### src/hdl/axil_mem_pkg.sv
package axil_mem_pkg;

  // AXI4-Lite channel sizes
  localparam int axil_data_width = 32;
  localparam int axil_addr_width = 32;
  localparam int axil_mask_width = axil_data_width >> 3;
  localparam logic [1:0] axil_resp_okay = 2'b00;

  // Memory organisation, 4 slices of 64 words gives 1 KB
  localparam int num_slices = 4;
  localparam int slice_words = 64;
  localparam int slice_id_width = 2;
  localparam int index_width = 6;
  localparam int mem_byte_width = 2;
  localparam int mem_addr_width = slice_id_width + index_width + mem_byte_width;

  // Commands in flight, shared by client and collector
  localparam int num_outstanding = 4;
  localparam int outstanding_cnt_width = 3;
  localparam int order_ptr_width = 2;

  typedef enum logic [1:0]
  {
    e_mem_uc_rd = 2'd0,
    e_mem_uc_wr = 2'd1
  } mem_msg_e;

  typedef enum logic [1:0]
  {
    e_size_1 = 2'd0,
    e_size_2 = 2'd1,
    e_size_4 = 2'd2
  } mem_size_e;

  // Address split as seen by dispatcher and slice
  typedef struct packed
  {
    logic [slice_id_width-1:0] slice;
    logic [index_width-1:0]    index;
    logic [mem_byte_width-1:0] byte_off;
  } mem_addr_fields_s;

  typedef union packed
  {
    logic [mem_addr_width-1:0] flat;
    mem_addr_fields_s          fields;
  } mem_addr_u;

  // Shared by commands and responses
  typedef struct packed
  {
    mem_msg_e  msg_type;
    mem_size_e size;
    mem_addr_u addr;
  } mem_header_s;

endpackage

### src/hdl/bedrock_stream_if.sv
`timescale 1ns/1ps

interface bedrock_stream_if;
  import axil_mem_pkg::*;

  // Single-beat message, last mirrors v
  mem_header_s                header;
  logic [axil_data_width-1:0] data;
  logic                       v;
  logic                       ready_and;
  logic                       last;

  modport producer
  (
    output header,
    output data,
    output v,
    output last,
    input  ready_and
  );

  modport consumer
  (
    input  header,
    input  data,
    input  v,
    input  last,
    output ready_and
  );

endinterface

### src/hdl/mem_slice.sv
`timescale 1ns/1ps

module mem_slice
  (
    input  logic               clk_i,
    input  logic               reset_i,
    bedrock_stream_if.consumer fwd_i,
    bedrock_stream_if.producer rev_o
  );
  import axil_mem_pkg::*;

  logic [axil_data_width-1:0] mem_r [slice_words];

  logic [index_width-1:0]     idx;
  logic [mem_byte_width-1:0]  off;
  logic                       cmd_fire;
  logic                       wr_fire;
  logic [axil_mask_width-1:0] lane_en;
  logic [axil_data_width-1:0] wdata_lanes;

  logic                       rsp_v_r;
  mem_header_s                rsp_header_r;
  logic [axil_data_width-1:0] rsp_data_r;

  assign idx = fwd_i.header.addr.fields.index;
  assign off = fwd_i.header.addr.fields.byte_off;

  // Room when empty or draining this cycle
  assign fwd_i.ready_and = !rsp_v_r || rev_o.ready_and;
  assign cmd_fire        = fwd_i.v && fwd_i.ready_and;
  assign wr_fire         = cmd_fire && (fwd_i.header.msg_type == e_mem_uc_wr);

  always_comb
  begin
    case (fwd_i.header.size)
      e_size_1: lane_en = 4'b0001 << off;
      e_size_2: lane_en = 4'b0011 << off;
      default:  lane_en = 4'b1111;
    endcase
  end

  // Data arrives at bit 0, move it up to its lanes
  assign wdata_lanes = fwd_i.data << {off, 3'b000};

  always_ff @(posedge clk_i)
  begin
    for (int b = 0; b < axil_mask_width; b++)
    begin
      if (wr_fire && lane_en[b])
      begin
        mem_r[idx][b*8 +: 8] <= wdata_lanes[b*8 +: 8];
      end
    end
  end

  always_ff @(posedge clk_i)
  begin
    if (reset_i)
    begin
      rsp_v_r <= 1'b0;
    end
    else if (cmd_fire)
    begin
      rsp_v_r <= 1'b1;
    end
    else if (rev_o.ready_and)
    begin
      rsp_v_r <= 1'b0;
    end
  end

  // Write acks carry no data
  always_ff @(posedge clk_i)
  begin
    if (cmd_fire)
    begin
      rsp_header_r <= fwd_i.header;
      rsp_data_r   <= wr_fire ? '0 : mem_r[idx];
    end
  end

  assign rev_o.v      = rsp_v_r;
  assign rev_o.last   = rsp_v_r;
  assign rev_o.header = rsp_header_r;
  assign rev_o.data   = rsp_data_r;

endmodule

### src/flat_wrapper.sv
// flat-port wrapper written by rule: the top's interface ports become plain ports
module mem_slice_flat import axil_mem_pkg::*;
  (clk_i, reset_i, fwd_i_header, fwd_i_data, fwd_i_v, fwd_i_last, fwd_i_ready_and, rev_o_header, rev_o_data, rev_o_v, rev_o_last, rev_o_ready_and);
  bedrock_stream_if fwd_i_i ();
  bedrock_stream_if rev_o_i ();
  input  logic clk_i;
  input  logic reset_i;
  input wire logic [$bits(fwd_i_i.header)-1:0] fwd_i_header;
  input wire logic [$bits(fwd_i_i.data)-1:0] fwd_i_data;
  input wire logic [$bits(fwd_i_i.v)-1:0] fwd_i_v;
  input wire logic [$bits(fwd_i_i.last)-1:0] fwd_i_last;
  output wire logic [$bits(fwd_i_i.ready_and)-1:0] fwd_i_ready_and;
  output wire logic [$bits(rev_o_i.header)-1:0] rev_o_header;
  output wire logic [$bits(rev_o_i.data)-1:0] rev_o_data;
  output wire logic [$bits(rev_o_i.v)-1:0] rev_o_v;
  output wire logic [$bits(rev_o_i.last)-1:0] rev_o_last;
  input wire logic [$bits(rev_o_i.ready_and)-1:0] rev_o_ready_and;
  assign fwd_i_i.header = fwd_i_header;
  assign fwd_i_i.data = fwd_i_data;
  assign fwd_i_i.v = fwd_i_v;
  assign fwd_i_i.last = fwd_i_last;
  assign fwd_i_ready_and = fwd_i_i.ready_and;
  assign rev_o_header = rev_o_i.header;
  assign rev_o_data = rev_o_i.data;
  assign rev_o_v = rev_o_i.v;
  assign rev_o_last = rev_o_i.last;
  assign rev_o_i.ready_and = rev_o_ready_and;
  mem_slice u_core (.clk_i(clk_i), .reset_i(reset_i), .fwd_i(fwd_i_i), .rev_o(rev_o_i));
endmodule
### config.mk
export PLATFORM = sky130hd
export DESIGN_NAME = mem_slice_flat
export DESIGN_NICKNAME = d
export VERILOG_FILES = /design/src/hdl/axil_mem_pkg.sv /design/src/hdl/bedrock_stream_if.sv /design/src/hdl/mem_slice.sv /design/src/flat_wrapper.sv
export SDC_FILE = /design/constraint.sdc
export NUM_CORES = 2
export LEC_CHECK = 0
export BUFFER_PORTS_ARGS = -buffer_cell sky130_fd_sc_hd__buf_4
export CORE_UTILIZATION = 35
export DETAILED_ROUTE_END_ITERATION = 7
export HOLD_SLACK_MARGIN = 0.06
export PLACE_DENSITY = 0.5
export SLEW_MARGIN = 10
export SYNTH_ARGS = -nofsm -noshare
export SYNTH_HDL_FRONTEND = slang
export SYNTH_SLANG_ARGS = --single-unit
export TNS_END_PERCENT = 10
### constraint.sdc
create_clock -name clk_i -period 5 [get_ports clk_i]
set_clock_uncertainty 0.05 [all_clocks]
set_input_delay 0.25 -clock clk_i [delete_from_list [all_inputs] [get_ports clk_i]]
set_output_delay 0.25 -clock clk_i [all_outputs]
set_load 0.05 [all_outputs]
==> reports/metrics.cfg <==
[setup_path]
critPathMaxFanout=43
cp_num_buf_inv=3
worstPathArrival_ps=4360
worstPathRequired_ps=5480
cp_slowest_cell=nor2_4
reg2reg_from=u_core.rev_o.last
start_kind=input port
cp-startpoint=fwd_i_header[2]
max_stage_delay_ps=1060
crit_chain=dlygate4sd3_1 > buf_6 > or2b_4 > nor2_4 > nand2_1 > nor2_1 > buf_4
path_delay_family=simple AND/OR/NAND/NOR gates
worstSetupPathType=in -> reg
r2r_slack_ps=1400
setup.worst_path.end_class=flop

[floorplan]
die_w_um=484
core_area_sq_mm=0.231
io_pins=100
fp.dieH_um=484
die_area_sq_mm=0.235
std_cell_rows=176
initial_core_util_pct=35.3

[cts]
cts-htree-levels=4
clk_latency_ps=850
cts_buffers=211
clkSinkCount=2095
cts_setup_buffers=0
path_clk_slew_ps=60
clk_path_buf_depth=3
cts_tree=built
root_buffer=clkbuf_16
cts_resized=0

[yosys]
mappedNetlistArea_sq_mm=0.0814
synth_top_area_share_pct=77.2
async_flop_share_pct=0
synth.largest_area_cell=edfxtp_1
synth_warnings=0
avgSynthCellArea_sq_um=16.7
synth_seq_cells=2095
ys_types=44
synth_area_leaders=edfxtp_1 77%, mux2i_1 7.1%, a221oi_1 2.7%
syn_inst=4872
syn_nets=4923
synth_edf_count=2094
seq_area_frac_synth_pct=77.3
synth-main-ff-cell=edfxtp_1

[timing]
hold_viol=0
fin_crit_ps=3880
whs_ps=141
fmax_mhz=258
slew_viol_final=0
slew_headroom_pct=15.6
setup_ws_ps=1120
rsz0062_at_grt=no
tightest_slew_ps=1260
setup_viol=0
tns_ps=0
timing.final.crit_share_pct=77.6

[finish]
final_nets=5140
seqCellArea_sq_mm=0.0629
drive_above_1_share_pct=13.5
nFillCells=20900
design_area_sq_mm=0.0934
areaGrowthSynthToFinish_pct=14.8
multi_input_area_sq_mm=0.0173

[pwr]
power.internal_mw=28.5
vdd_drop_max_mv=0.302
netSwitchingPower_mw=8.34
power.leakage_nw=31.3
comb_power_share_pct=6.0
p_per_area_mw_per_mm2=394
clockPowerShare_pct=41.0
swShare_pct=22.6
p_total_mw=36.8
seq_power_share_pct=53.0

[place]
routabilityCongestion=0.819
hpwlAfterDp_mm=149
place_ws_ps=930
port_buffers=98
placed_area_sq_mm=0.0867

[detailed_routing]
dr.pass1.iters=8
via_per_inst=5.53
drt-initial-drc-count=4920
drt-met1-wl_mm=107
routed_wl_mm=246
ant_nets=0
met2_length_mm=115
post_drt_wl_per_cell_um=29.6
drc=1
via_count=45900
met3_length_mm=16.4
routed.top_layer=met5

[worst_hold_path]
hp-start=fwd_i_header[4]
min_path_type=in -> reg

[outcome]
violations=DRC
outcome=finished with violations

[flow_run]
cap_violations=0

[grt]
grt_pass1_wl_mm=342
grt_max_degree=118
grt_util_all_layers_pct=20.5
antenna_found_initial=14
grt_pass1_vias=44700
gr-total-overflow=0

synthesized netlist by cell type (28+ instances only):
cell type and count:
mux4_2 36, o21ai_0 197, a21oi_1 218, and4_1 30, a22oi_1 38, mux2i_1 581, a221oi_1 249, edfxtp_1 2094
nand2_1 118, a31oi_1 130, o22ai_1 220, o2bb2ai_1 31, buf_1 28, clkbuf_1 168, nor2_1 472, buf_2 137
worst reg2reg max path: cells and delay by family (launching register included):
| family | cells | cell delay (ps) |
|---|---|---|
| AO/OA/AOI/OAI | 1 | 320 |
| buffers and inverters | 1 | 450 |
| AND/OR/NAND/NOR | 4 | 2050 |
| flip-flops | 1 | 320 |
stage by stage:
step | instances | util [%]
finish | 8298 | 40.5
global route | 8286 | 40.5
CTS | 8284 | 40.5
detailed placement | 7880 | 37.6
global placement | 7880 | 37.6
floorplan | 4872 | -
kinds of logic (layout without fill, tap and decap cells):
kind of cell    count (synthesis)  count (layout)  synth area share [%]
flops                        2095            2095                  77.3
compound gates               1139            1139                  9.19
simple gates                  661             661                  3.37
mux                           620             620                  8.18
buf+inv                       357             743                  1.98
other cells                     0              14                     0
metal layers:
metal	up-vias	global-route usage (%)
met5	-	0.367
met4	8	6.19
met3	346	4.09
met2	1500	32.4
met1	24000	28.4
li1	20000	-
power groups by stage:
stage | clock network (mW) | registers (mW) | logic (mW)
6_report | 15.1 | 19.5 | 2.19
3_3_place_gp | 0 | 19.9 | 2.16
3_5_place_dp | 0 | 19.9 | 2.19
5_1_grt | 16.0 | 19.5 | 2.31
2_1_floorplan | 0 | 20.0 | 1.10
4_1_cts | 15.4 | 19.5 | 2.20
timing repair:
action / 4_1_cts / 5_1_grt
endpoints found under the hold margin: 26 / 0
hold buffers: 22 / 0
setup endpoints to repair: 0 / 0
area by class of cell:
| type | instances | share of cell area (%) |
|---|---|---|
| tap | 3026 | 4.05 |
| antenna | 14 | 0.0375 |
| inverter | 5 | 0.0308 |
| timing repair buffer | 356 | 3.15 |
| sequential | 2095 | 67.3 |
| clock inverter | 111 | 0.920 |
| multi-input combinational | 2420 | 18.5 |
| clock buffer | 271 | 6.01 |
layout by cell type (no fill, tap or decap), types with 3 or more instances in the layout:
master / n
a211o_1: 26
a211oi_1: 9
a21oi_1: 210
a21oi_4: 8
a221o_1: 3
a221oi_1: 249
a22o_1: 6
a22oi_1: 38
a31oi_1: 130
and2_2: 9
and4_1: 30
buf_12: 16
buf_4: 315
bufinv_16: 11
clkbuf_1: 55
clkbuf_16: 216
clkinv_1: 53
clkinv_2: 33
clkinvlp_4: 4
diode_2: 14
dlygate4sd3_1: 22
edfxtp_1: 2094
inv_6: 6
mux2_2: 3
mux2i_1: 581
mux4_2: 36
nand2_1: 116
nor2_1: 459
nor2_4: 14
nor2b_1: 12
nor2b_4: 4
o21ai_0: 189
o21ai_4: 11
o22ai_1: 220
o2bb2ai_1: 31
final timing paths:
path | cells after the start | to
worst min register to register | 4 | u_core.rev_o.data[6]
worst max-delay path | 7 | u_core.mem_r[37][0]
worst max register to register | 6 | u_core.mem_r[63][6]
worst min-delay path | 2 | u_core.rev_o.header[4]
sequential cells by signal, summed over array words and instances (netlist names):
name / flops
u_core.mem_r: 2048
u_core.rev_o.data: 32
u_core.rev_o.header: 14
u_core.rev_o.last: 1
Power figures use the tool's default switching activity.
