## src/hdl/axil_mem_pkg.sv

```systemverilog
package axil_mem_pkg;

  // AXI4-Lite channel sizes
  localparam int axil_data_width = 32;
  localparam int axil_addr_width = 32;
  localparam int axil_mask_width = axil_data_width >> 3;
  localparam logic [1:0] axil_resp_okay = 2'b00;

  // Memory organisation, 4 slices of 64 words gives 1 KB
  localparam int num_slices = 4;
  localparam int slice_words = 64;
  localparam int slice_id_width = 2;
  localparam int index_width = 6;
  localparam int mem_byte_width = 2;
  localparam int mem_addr_width = slice_id_width + index_width + mem_byte_width;

  // Commands in flight, shared by client and collector
  localparam int num_outstanding = 4;
  localparam int outstanding_cnt_width = 3;
  localparam int order_ptr_width = 2;

  typedef enum logic [1:0]
  {
    e_mem_uc_rd = 2'd0,
    e_mem_uc_wr = 2'd1
  } mem_msg_e;

  typedef enum logic [1:0]
  {
    e_size_1 = 2'd0,
    e_size_2 = 2'd1,
    e_size_4 = 2'd2
  } mem_size_e;

  // Address split as seen by dispatcher and slice
  typedef struct packed
  {
    logic [slice_id_width-1:0] slice;
    logic [index_width-1:0]    index;
    logic [mem_byte_width-1:0] byte_off;
  } mem_addr_fields_s;

  typedef union packed
  {
    logic [mem_addr_width-1:0] flat;
    mem_addr_fields_s          fields;
  } mem_addr_u;

  // Shared by commands and responses
  typedef struct packed
  {
    mem_msg_e  msg_type;
    mem_size_e size;
    mem_addr_u addr;
  } mem_header_s;

endpackage

```

## src/hdl/bedrock_stream_if.sv

```systemverilog
`timescale 1ns/1ps

interface bedrock_stream_if;
  import axil_mem_pkg::*;

  // Single-beat message, last mirrors v
  mem_header_s                header;
  logic [axil_data_width-1:0] data;
  logic                       v;
  logic                       ready_and;
  logic                       last;

  modport producer
  (
    output header,
    output data,
    output v,
    output last,
    input  ready_and
  );

  modport consumer
  (
    input  header,
    input  data,
    input  v,
    input  last,
    output ready_and
  );

endinterface

```

## src/hdl/axil_mem_client.sv

```systemverilog
`timescale 1ns/1ps

module axil_mem_client
  (
    input  logic                                     clk_i,
    input  logic                                     reset_i,

    input  logic [axil_mem_pkg::axil_addr_width-1:0] s_axil_awaddr_i,
    input  logic                                     s_axil_awvalid_i,
    output logic                                     s_axil_awready_o,

    input  logic [axil_mem_pkg::axil_data_width-1:0] s_axil_wdata_i,
    input  logic [axil_mem_pkg::axil_mask_width-1:0] s_axil_wstrb_i,
    input  logic                                     s_axil_wvalid_i,
    output logic                                     s_axil_wready_o,

    output logic [1:0]                               s_axil_bresp_o,
    output logic                                     s_axil_bvalid_o,
    input  logic                                     s_axil_bready_i,

    input  logic [axil_mem_pkg::axil_addr_width-1:0] s_axil_araddr_i,
    input  logic                                     s_axil_arvalid_i,
    output logic                                     s_axil_arready_o,

    output logic [axil_mem_pkg::axil_data_width-1:0] s_axil_rdata_o,
    output logic [1:0]                               s_axil_rresp_o,
    output logic                                     s_axil_rvalid_o,
    input  logic                                     s_axil_rready_i,

    bedrock_stream_if.producer                       fwd_o,
    bedrock_stream_if.consumer                       rev_i
  );
  import axil_mem_pkg::*;

  logic [outstanding_cnt_width-1:0] outstanding_r;
  logic                             rd_prio_r;
  logic                             can_accept;
  logic                             wr_go;
  logic                             rd_go;
  logic                             b_done;
  logic                             r_done;

  logic                             fwd_v_r;
  mem_header_s                      fwd_header_r;
  logic [axil_data_width-1:0]       fwd_data_r;

  mem_size_e                        wr_size;
  logic [mem_byte_width-1:0]        wr_off;
  mem_header_s                      wr_header;
  mem_header_s                      rd_header;

  logic                             rsp_is_wr;
  logic                             rsp_fire;
  logic                             b_v_r;
  logic                             r_v_r;
  logic [axil_data_width-1:0]       r_data_r;

  // New request only with room in flight and a free forward register
  assign can_accept = (!fwd_v_r || fwd_o.ready_and)
                   && (outstanding_r != outstanding_cnt_width'(num_outstanding));

  // Alternate when both pending, write goes first
  assign wr_go = can_accept && s_axil_awvalid_i && s_axil_wvalid_i
              && (!s_axil_arvalid_i || !rd_prio_r);
  assign rd_go = can_accept && s_axil_arvalid_i && !wr_go;

  assign s_axil_awready_o = wr_go;
  assign s_axil_wready_o  = wr_go;
  assign s_axil_arready_o = rd_go;

  // Strobe pattern to size and byte offset
  always_comb
  begin
    wr_size = e_size_4;
    wr_off  = '0;
    case (s_axil_wstrb_i)
      4'b0001: begin wr_size = e_size_1; wr_off = 2'd0; end
      4'b0010: begin wr_size = e_size_1; wr_off = 2'd1; end
      4'b0100: begin wr_size = e_size_1; wr_off = 2'd2; end
      4'b1000: begin wr_size = e_size_1; wr_off = 2'd3; end
      4'b0011: begin wr_size = e_size_2; wr_off = 2'd0; end
      4'b1100: begin wr_size = e_size_2; wr_off = 2'd2; end
      default: begin wr_size = e_size_4; wr_off = 2'd0; end
    endcase
  end

  // Upper address bits are dropped, so the space aliases every 1 KB
  always_comb
  begin
    wr_header           = '0;
    wr_header.msg_type  = e_mem_uc_wr;
    wr_header.size      = wr_size;
    wr_header.addr.flat = {s_axil_awaddr_i[mem_addr_width-1:mem_byte_width], wr_off};

    rd_header           = '0;
    rd_header.msg_type  = e_mem_uc_rd;
    rd_header.size      = e_size_4;
    rd_header.addr.flat = {s_axil_araddr_i[mem_addr_width-1:mem_byte_width],
                           mem_byte_width'(0)};
  end

  always_ff @(posedge clk_i)
  begin
    if (reset_i)
    begin
      fwd_v_r   <= 1'b0;
      rd_prio_r <= 1'b0;
    end
    else
    begin
      if (wr_go || rd_go)
      begin
        fwd_v_r <= 1'b1;
      end
      else if (fwd_o.ready_and)
      begin
        fwd_v_r <= 1'b0;
      end

      if (wr_go)
      begin
        rd_prio_r <= 1'b1;
      end
      else if (rd_go)
      begin
        rd_prio_r <= 1'b0;
      end
    end
  end

  // Narrow write data moves down to bit 0
  always_ff @(posedge clk_i)
  begin
    if (wr_go)
    begin
      fwd_header_r <= wr_header;
      fwd_data_r   <= s_axil_wdata_i >> {wr_off, 3'b000};
    end
    else if (rd_go)
    begin
      fwd_header_r <= rd_header;
      fwd_data_r   <= '0;
    end
  end

  assign fwd_o.v      = fwd_v_r;
  assign fwd_o.last   = fwd_v_r;
  assign fwd_o.header = fwd_header_r;
  assign fwd_o.data   = fwd_data_r;

  // Response waits while its B or R slot is still full
  assign rsp_is_wr       = (rev_i.header.msg_type == e_mem_uc_wr);
  assign rev_i.ready_and = rsp_is_wr ? !b_v_r : !r_v_r;
  assign rsp_fire        = rev_i.v && rev_i.ready_and;

  assign b_done = b_v_r && s_axil_bready_i;
  assign r_done = r_v_r && s_axil_rready_i;

  always_ff @(posedge clk_i)
  begin
    if (reset_i)
    begin
      b_v_r         <= 1'b0;
      r_v_r         <= 1'b0;
      outstanding_r <= '0;
    end
    else
    begin
      if (rsp_fire && rsp_is_wr)
      begin
        b_v_r <= 1'b1;
      end
      else if (b_done)
      begin
        b_v_r <= 1'b0;
      end

      if (rsp_fire && !rsp_is_wr)
      begin
        r_v_r <= 1'b1;
      end
      else if (r_done)
      begin
        r_v_r <= 1'b0;
      end

      // Counts until the AXI response leaves
      outstanding_r <= outstanding_r
                     + outstanding_cnt_width'(wr_go || rd_go)
                     - outstanding_cnt_width'(b_done)
                     - outstanding_cnt_width'(r_done);
    end
  end

  always_ff @(posedge clk_i)
  begin
    if (rsp_fire && !rsp_is_wr)
    begin
      r_data_r <= rev_i.data;
    end
  end

  assign s_axil_bvalid_o = b_v_r;
  assign s_axil_bresp_o  = axil_resp_okay;
  assign s_axil_rvalid_o = r_v_r;
  assign s_axil_rdata_o  = r_data_r;
  assign s_axil_rresp_o  = axil_resp_okay;

endmodule

```

## src/flat_wrapper.sv

```systemverilog
// flat-port wrapper written by rule: the top's interface ports become plain ports
module axil_mem_client_flat import axil_mem_pkg::*;
  (clk_i, reset_i, s_axil_awaddr_i, s_axil_awvalid_i, s_axil_awready_o, s_axil_wdata_i, s_axil_wstrb_i, s_axil_wvalid_i, s_axil_wready_o, s_axil_bresp_o, s_axil_bvalid_o, s_axil_bready_i, s_axil_araddr_i, s_axil_arvalid_i, s_axil_arready_o, s_axil_rdata_o, s_axil_rresp_o, s_axil_rvalid_o, s_axil_rready_i, fwd_o_header, fwd_o_data, fwd_o_v, fwd_o_last, fwd_o_ready_and, rev_i_header, rev_i_data, rev_i_v, rev_i_last, rev_i_ready_and);
  bedrock_stream_if fwd_o_i ();
  bedrock_stream_if rev_i_i ();
  input  logic clk_i;
  input  logic reset_i;
  input  logic [axil_mem_pkg::axil_addr_width-1:0] s_axil_awaddr_i;
  input  logic s_axil_awvalid_i;
  output logic s_axil_awready_o;
  input  logic [axil_mem_pkg::axil_data_width-1:0] s_axil_wdata_i;
  input  logic [axil_mem_pkg::axil_mask_width-1:0] s_axil_wstrb_i;
  input  logic s_axil_wvalid_i;
  output logic s_axil_wready_o;
  output logic [1:0] s_axil_bresp_o;
  output logic s_axil_bvalid_o;
  input  logic s_axil_bready_i;
  input  logic [axil_mem_pkg::axil_addr_width-1:0] s_axil_araddr_i;
  input  logic s_axil_arvalid_i;
  output logic s_axil_arready_o;
  output logic [axil_mem_pkg::axil_data_width-1:0] s_axil_rdata_o;
  output logic [1:0] s_axil_rresp_o;
  output logic s_axil_rvalid_o;
  input  logic s_axil_rready_i;
  output wire logic [$bits(fwd_o_i.header)-1:0] fwd_o_header;
  output wire logic [$bits(fwd_o_i.data)-1:0] fwd_o_data;
  output wire logic [$bits(fwd_o_i.v)-1:0] fwd_o_v;
  output wire logic [$bits(fwd_o_i.last)-1:0] fwd_o_last;
  input wire logic [$bits(fwd_o_i.ready_and)-1:0] fwd_o_ready_and;
  input wire logic [$bits(rev_i_i.header)-1:0] rev_i_header;
  input wire logic [$bits(rev_i_i.data)-1:0] rev_i_data;
  input wire logic [$bits(rev_i_i.v)-1:0] rev_i_v;
  input wire logic [$bits(rev_i_i.last)-1:0] rev_i_last;
  output wire logic [$bits(rev_i_i.ready_and)-1:0] rev_i_ready_and;
  assign fwd_o_header = fwd_o_i.header;
  assign fwd_o_data = fwd_o_i.data;
  assign fwd_o_v = fwd_o_i.v;
  assign fwd_o_last = fwd_o_i.last;
  assign fwd_o_i.ready_and = fwd_o_ready_and;
  assign rev_i_i.header = rev_i_header;
  assign rev_i_i.data = rev_i_data;
  assign rev_i_i.v = rev_i_v;
  assign rev_i_i.last = rev_i_last;
  assign rev_i_ready_and = rev_i_i.ready_and;
  axil_mem_client u_core (.clk_i(clk_i), .reset_i(reset_i), .s_axil_awaddr_i(s_axil_awaddr_i), .s_axil_awvalid_i(s_axil_awvalid_i), .s_axil_awready_o(s_axil_awready_o), .s_axil_wdata_i(s_axil_wdata_i), .s_axil_wstrb_i(s_axil_wstrb_i), .s_axil_wvalid_i(s_axil_wvalid_i), .s_axil_wready_o(s_axil_wready_o), .s_axil_bresp_o(s_axil_bresp_o), .s_axil_bvalid_o(s_axil_bvalid_o), .s_axil_bready_i(s_axil_bready_i), .s_axil_araddr_i(s_axil_araddr_i), .s_axil_arvalid_i(s_axil_arvalid_i), .s_axil_arready_o(s_axil_arready_o), .s_axil_rdata_o(s_axil_rdata_o), .s_axil_rresp_o(s_axil_rresp_o), .s_axil_rvalid_o(s_axil_rvalid_o), .s_axil_rready_i(s_axil_rready_i), .fwd_o(fwd_o_i), .rev_i(rev_i_i));
endmodule
```

## config.mk

```make
export PLATFORM = sky130hd
export DESIGN_NAME = axil_mem_client_flat
export DESIGN_NICKNAME = d
export VERILOG_FILES = /design/src/hdl/axil_mem_pkg.sv /design/src/hdl/bedrock_stream_if.sv /design/src/hdl/axil_mem_client.sv /design/src/flat_wrapper.sv
export SDC_FILE = /design/constraint.sdc
export NUM_CORES = 1
export LEC_CHECK = 0
export ABC_AREA = 1
export BUFFER_PORTS_ARGS = -buffer_cell sky130_fd_sc_hd__buf_2
export CAP_MARGIN = 20
export CORE_ASPECT_RATIO = 0.9
export CORE_UTILIZATION = 42
export CTS_CLUSTER_DIAMETER = 120
export DETAILED_ROUTE_END_ITERATION = 10
export GPL_TIMING_DRIVEN = 0
export PLACE_DENSITY = 0.79
export SKIP_CTS_REPAIR_TIMING = 1
export SLEW_MARGIN = 20
export SYNTH_ARGS = -nofsm -noshare
export SYNTH_HDL_FRONTEND = slang
export SYNTH_SLANG_ARGS = --single-unit
```

## constraint.sdc

```tcl
create_clock -name clk_i -period 4.95 [get_ports clk_i]
set_clock_uncertainty 0.1 [all_clocks]
set_input_delay 1.2375 -clock clk_i [delete_from_list [all_inputs] [get_ports clk_i]]
set_output_delay 1.2375 -clock clk_i [all_outputs]
set_load 0.02 [all_outputs]
```

==> impl_results.md <==
* Status: finished clean
* Core area at 8568 um2
* CTS sink cnt at 84
* Final hold violations at 0
* Comb pwr share at 0.212
* Initial antenna violation count at 0
* H-tree depth reported by CTS at 3
* FMAX at ~270 MHz
* GR peak layer: met2
* Count of different cell masters after synthesis at 25
* Dominant cell type by area after synthesis: edfxtp_1
* Die width at ~100 um
* Cell count after synthesis at 360
* Fillers at approximately 800
* CP required at 3610 ps
* Placer Congestion at between 0.9 and 1
* First-pass GRT wire length at between 10000 and 15000 um
* Switching power at 0.0005175 W
* Sw Share at 0.2976
* M1 GR Usage at 0.2477
* Sequential power share at 0.508
* Peak supply drop at between 150 and 200 uV
* Largest net degree at the start of global routing at 34
* Register area share after synthesis at 0.6588
* Starting Density at 0.4327
* Max clock buf depth at 2
* Wirelength per Cell at 13.49 um
* Worst Hold Class: flip-flop to flip-flop
* CTS clk-pin slew, worst paths at ~80 ps
* Cell Int Power at 0.001221 W
* Async SR Flop Fraction at 0
* Layout cells sized above 1 at 0.4054
* Die area at 9207 um2
* Crit. End Element: primary output
* All-Layer GR Usage at 0.2051
* Avg Cell Area, Syn at ~10 um2
* Yosys top cell area share at 0.6156
* Final number of setup-violating endpoints at 0
* Synth warnings at 0
* Area grow syn2layout at 34.59%
* Synth top area cells: edfxtp_1 (62%), nand2_1 (15%), dfxtp_1 (4.3%)
* CP max FO at 11
* DRT Pass-1 Iters at 5
* Leak pwr at between 2 and 3 nW
* Clock latency on the worst-skew pair at roughly 340 ps
* Number of CTS-inserted buffers at 9
* Grt total ovfl at 0
* FF+latch count, synth at between 80 and 90
* ANT cells at 0
* Slew HR at 0.5829
* CTS tree: built
* IO buf count at 179
* Pwr per Cell Area at 348.5 nW/um2
* Via count at around 3200
* Clk Tree Root Cell: clkbuf_8
* Vias in the first global route at ~3000
* Period utilization at 0.7370
* Worst-Margin Slew at ~620 ps
* Pre-CTS WS at 1285 ps
* Final core utilization at 0.5824
* Setup repair after global routing missed its margin: false
* Final Max Tran Viols at 0
* Setup CP Type: input port to primary output
* DRC viols at 0
* Final ANT Viol Nets at 0
* EDFF count, synth at between 70 and 80
* Top_reg_cell synth: edfxtp_1
* Io pins at approximately 250
* Hold slack final at around 350 ps
* Final min period at roughly 3600 ps
* Post-DP HPWL at roughly 7200 um
* Area occupied by multi-input gates at approximately 1000 um2
* Post-Synthesis Cell Area at ~3700 um2
* Total of max-cap violations at 0
* DRT iter0 DRCs at 140
* Met3 Usage GRT at 0.05081
* Drt via density at roughly 4.7
* Fin Setup TNS at 0 ps
* Register area at 2442 um2
* Chip height at 91.13 um
* Std-Cell Rows at 32
* Clk network pwr share at 0.280
* Met2 Usage GRT at 0.3510
* CP startpoint kind: input port
* Data arrival, critical path at between 2000 and 2500 ps
* Final net count at around 720
* Final worst slack at around 1300 ps
* WL final at roughly 9000 um
layer usage:
| metal | vias up | wire (um) |
|---|---|---|
| met5 | - | 0 |
| met4 | 0 | 179 |
| met3 | 14 | 722 |
| met2 | 146 | 4631 |
| met1 | 1465 | 3627 |
| li1 | 1549 | - |
flip-flops by register name, indices dropped and copies added (netlist names):
register,cells
u_core.fwd_o.header,13
u_core.s_axil_bvalid_o,1
u_core.fwd_o.last,1
u_core.s_axil_rvalid_o,1
u_core.fwd_o.data,32
u_core.s_axil_rdata_o,32
u_core.rd_prio_r,1
u_core.outstanding_r,3
power groups by stage:
stage / clock network (W) / registers, W / logic [W]
final: 0.000487 / 0.000883 / 0.000369
after global routing: 0.000529 / 0.000891 / 0.000403
after CTS: 0.000499 / 0.000885 / 0.000371
after detailed placement: 0 / 0.000901 / 0.000370
after global placement: 0 / 0.000900 / 0.000356
after floorplan: 0 / 0.000991 / 0.000130
worst paths after layout:
path                                   startpoint                                    to  slack (ps)  depth (start not counted)
max                               fwd_o_ready_and                       s_axil_wready_o        1300                          8
min          u_core.fwd_o.header[12]$_SDFFE_PN1P_  u_core.fwd_o.header[12]$_SDFFE_PN1P_         350                          2
max reg2reg    u_core.outstanding_r[0]$_SDFF_PP0_    u_core.outstanding_r[2]$_SDFF_PP0_        2290                         12
min reg2reg  u_core.fwd_o.header[12]$_SDFFE_PN1P_  u_core.fwd_o.header[12]$_SDFFE_PN1P_         350                          2
synthesized netlist by cell type, types with 2 or more instances:
library cell and n:
nor2_4 2, nor2_2 2, buf_6 3, edfxtp_1 76, o21ai_0 3, inv_1 29
buf_2 3, nor2_1 18, nand2_2 3, ha_1 3, buf_4 12, inv_2 2
dfxtp_1 8, a21oi_1 11, nand2_1 149, nand3_1 27
metrics by stage:
step | area (um2) | cells | total power (W)
2_1_floorplan | 3722 | 364 | 0.001121
3_3_place_gp | 4767 | 662 | 0.001257
3_5_place_dp | 4790 | 663 | 0.001271
4_1_cts | 4990 | 679 | 0.001754
5_1_grt | 4990 | 679 | 0.001824
6_report | 4990 | 679 | 0.001739
worst max-delay path, stage by stage:
cell and delay (ps):
buf_2 70, inv_1 30, nand2_1 130, nand2_1 120
nor2_1 140, buf_2 270, buf_4 150, buf_2 160
placed cells by master, fill, tap and decap left out, types with 4 or more instances in the layout:
cell | Yosys | layout
inv_1 | 29 | 28
buf_2 | 3 | 182
clkbuf_8 | 0 | 9
nand2_2 | 3 | 4
nand3_1 | 27 | 27
buf_4 | 12 | 12
dfxtp_1 | 8 | 8
a21oi_1 | 11 | 11
conb_1 | 1 | 5
nand2_1 | 149 | 148
nor2_1 | 18 | 18
edfxtp_1 | 76 | 76
final cells by class:
| type | count | area share |
|---|---|---|
| flip-flops and latches | 84 | 0.4895 |
| multi-input cells | 230 | 0.2051 |
| repair buffers | 180 | 0.1836 |
| well taps | 119 | 0.02984 |
| plain buffers | 19 | 0.02859 |
| clock buffers | 9 | 0.02482 |
| inverters | 31 | 0.02332 |
| clock inverters | 7 | 0.01530 |
cell families (layout without fill, tap and decap cells):
kind of cell,Yosys count,after routing,synth area share
AND/OR/NAND/NOR,204,204,0.2302
buffers and inverters,50,246,0.06986
XOR/XNOR,1,1,0.002363
AO/OA/AOI/OAI,16,16,0.02227
flip-flops,84,84,0.6588
adder cells (fa/ha/maj),4,4,0.01553
other,1,5,0.001012
Note: power is estimated with default switching activity, not from simulation.
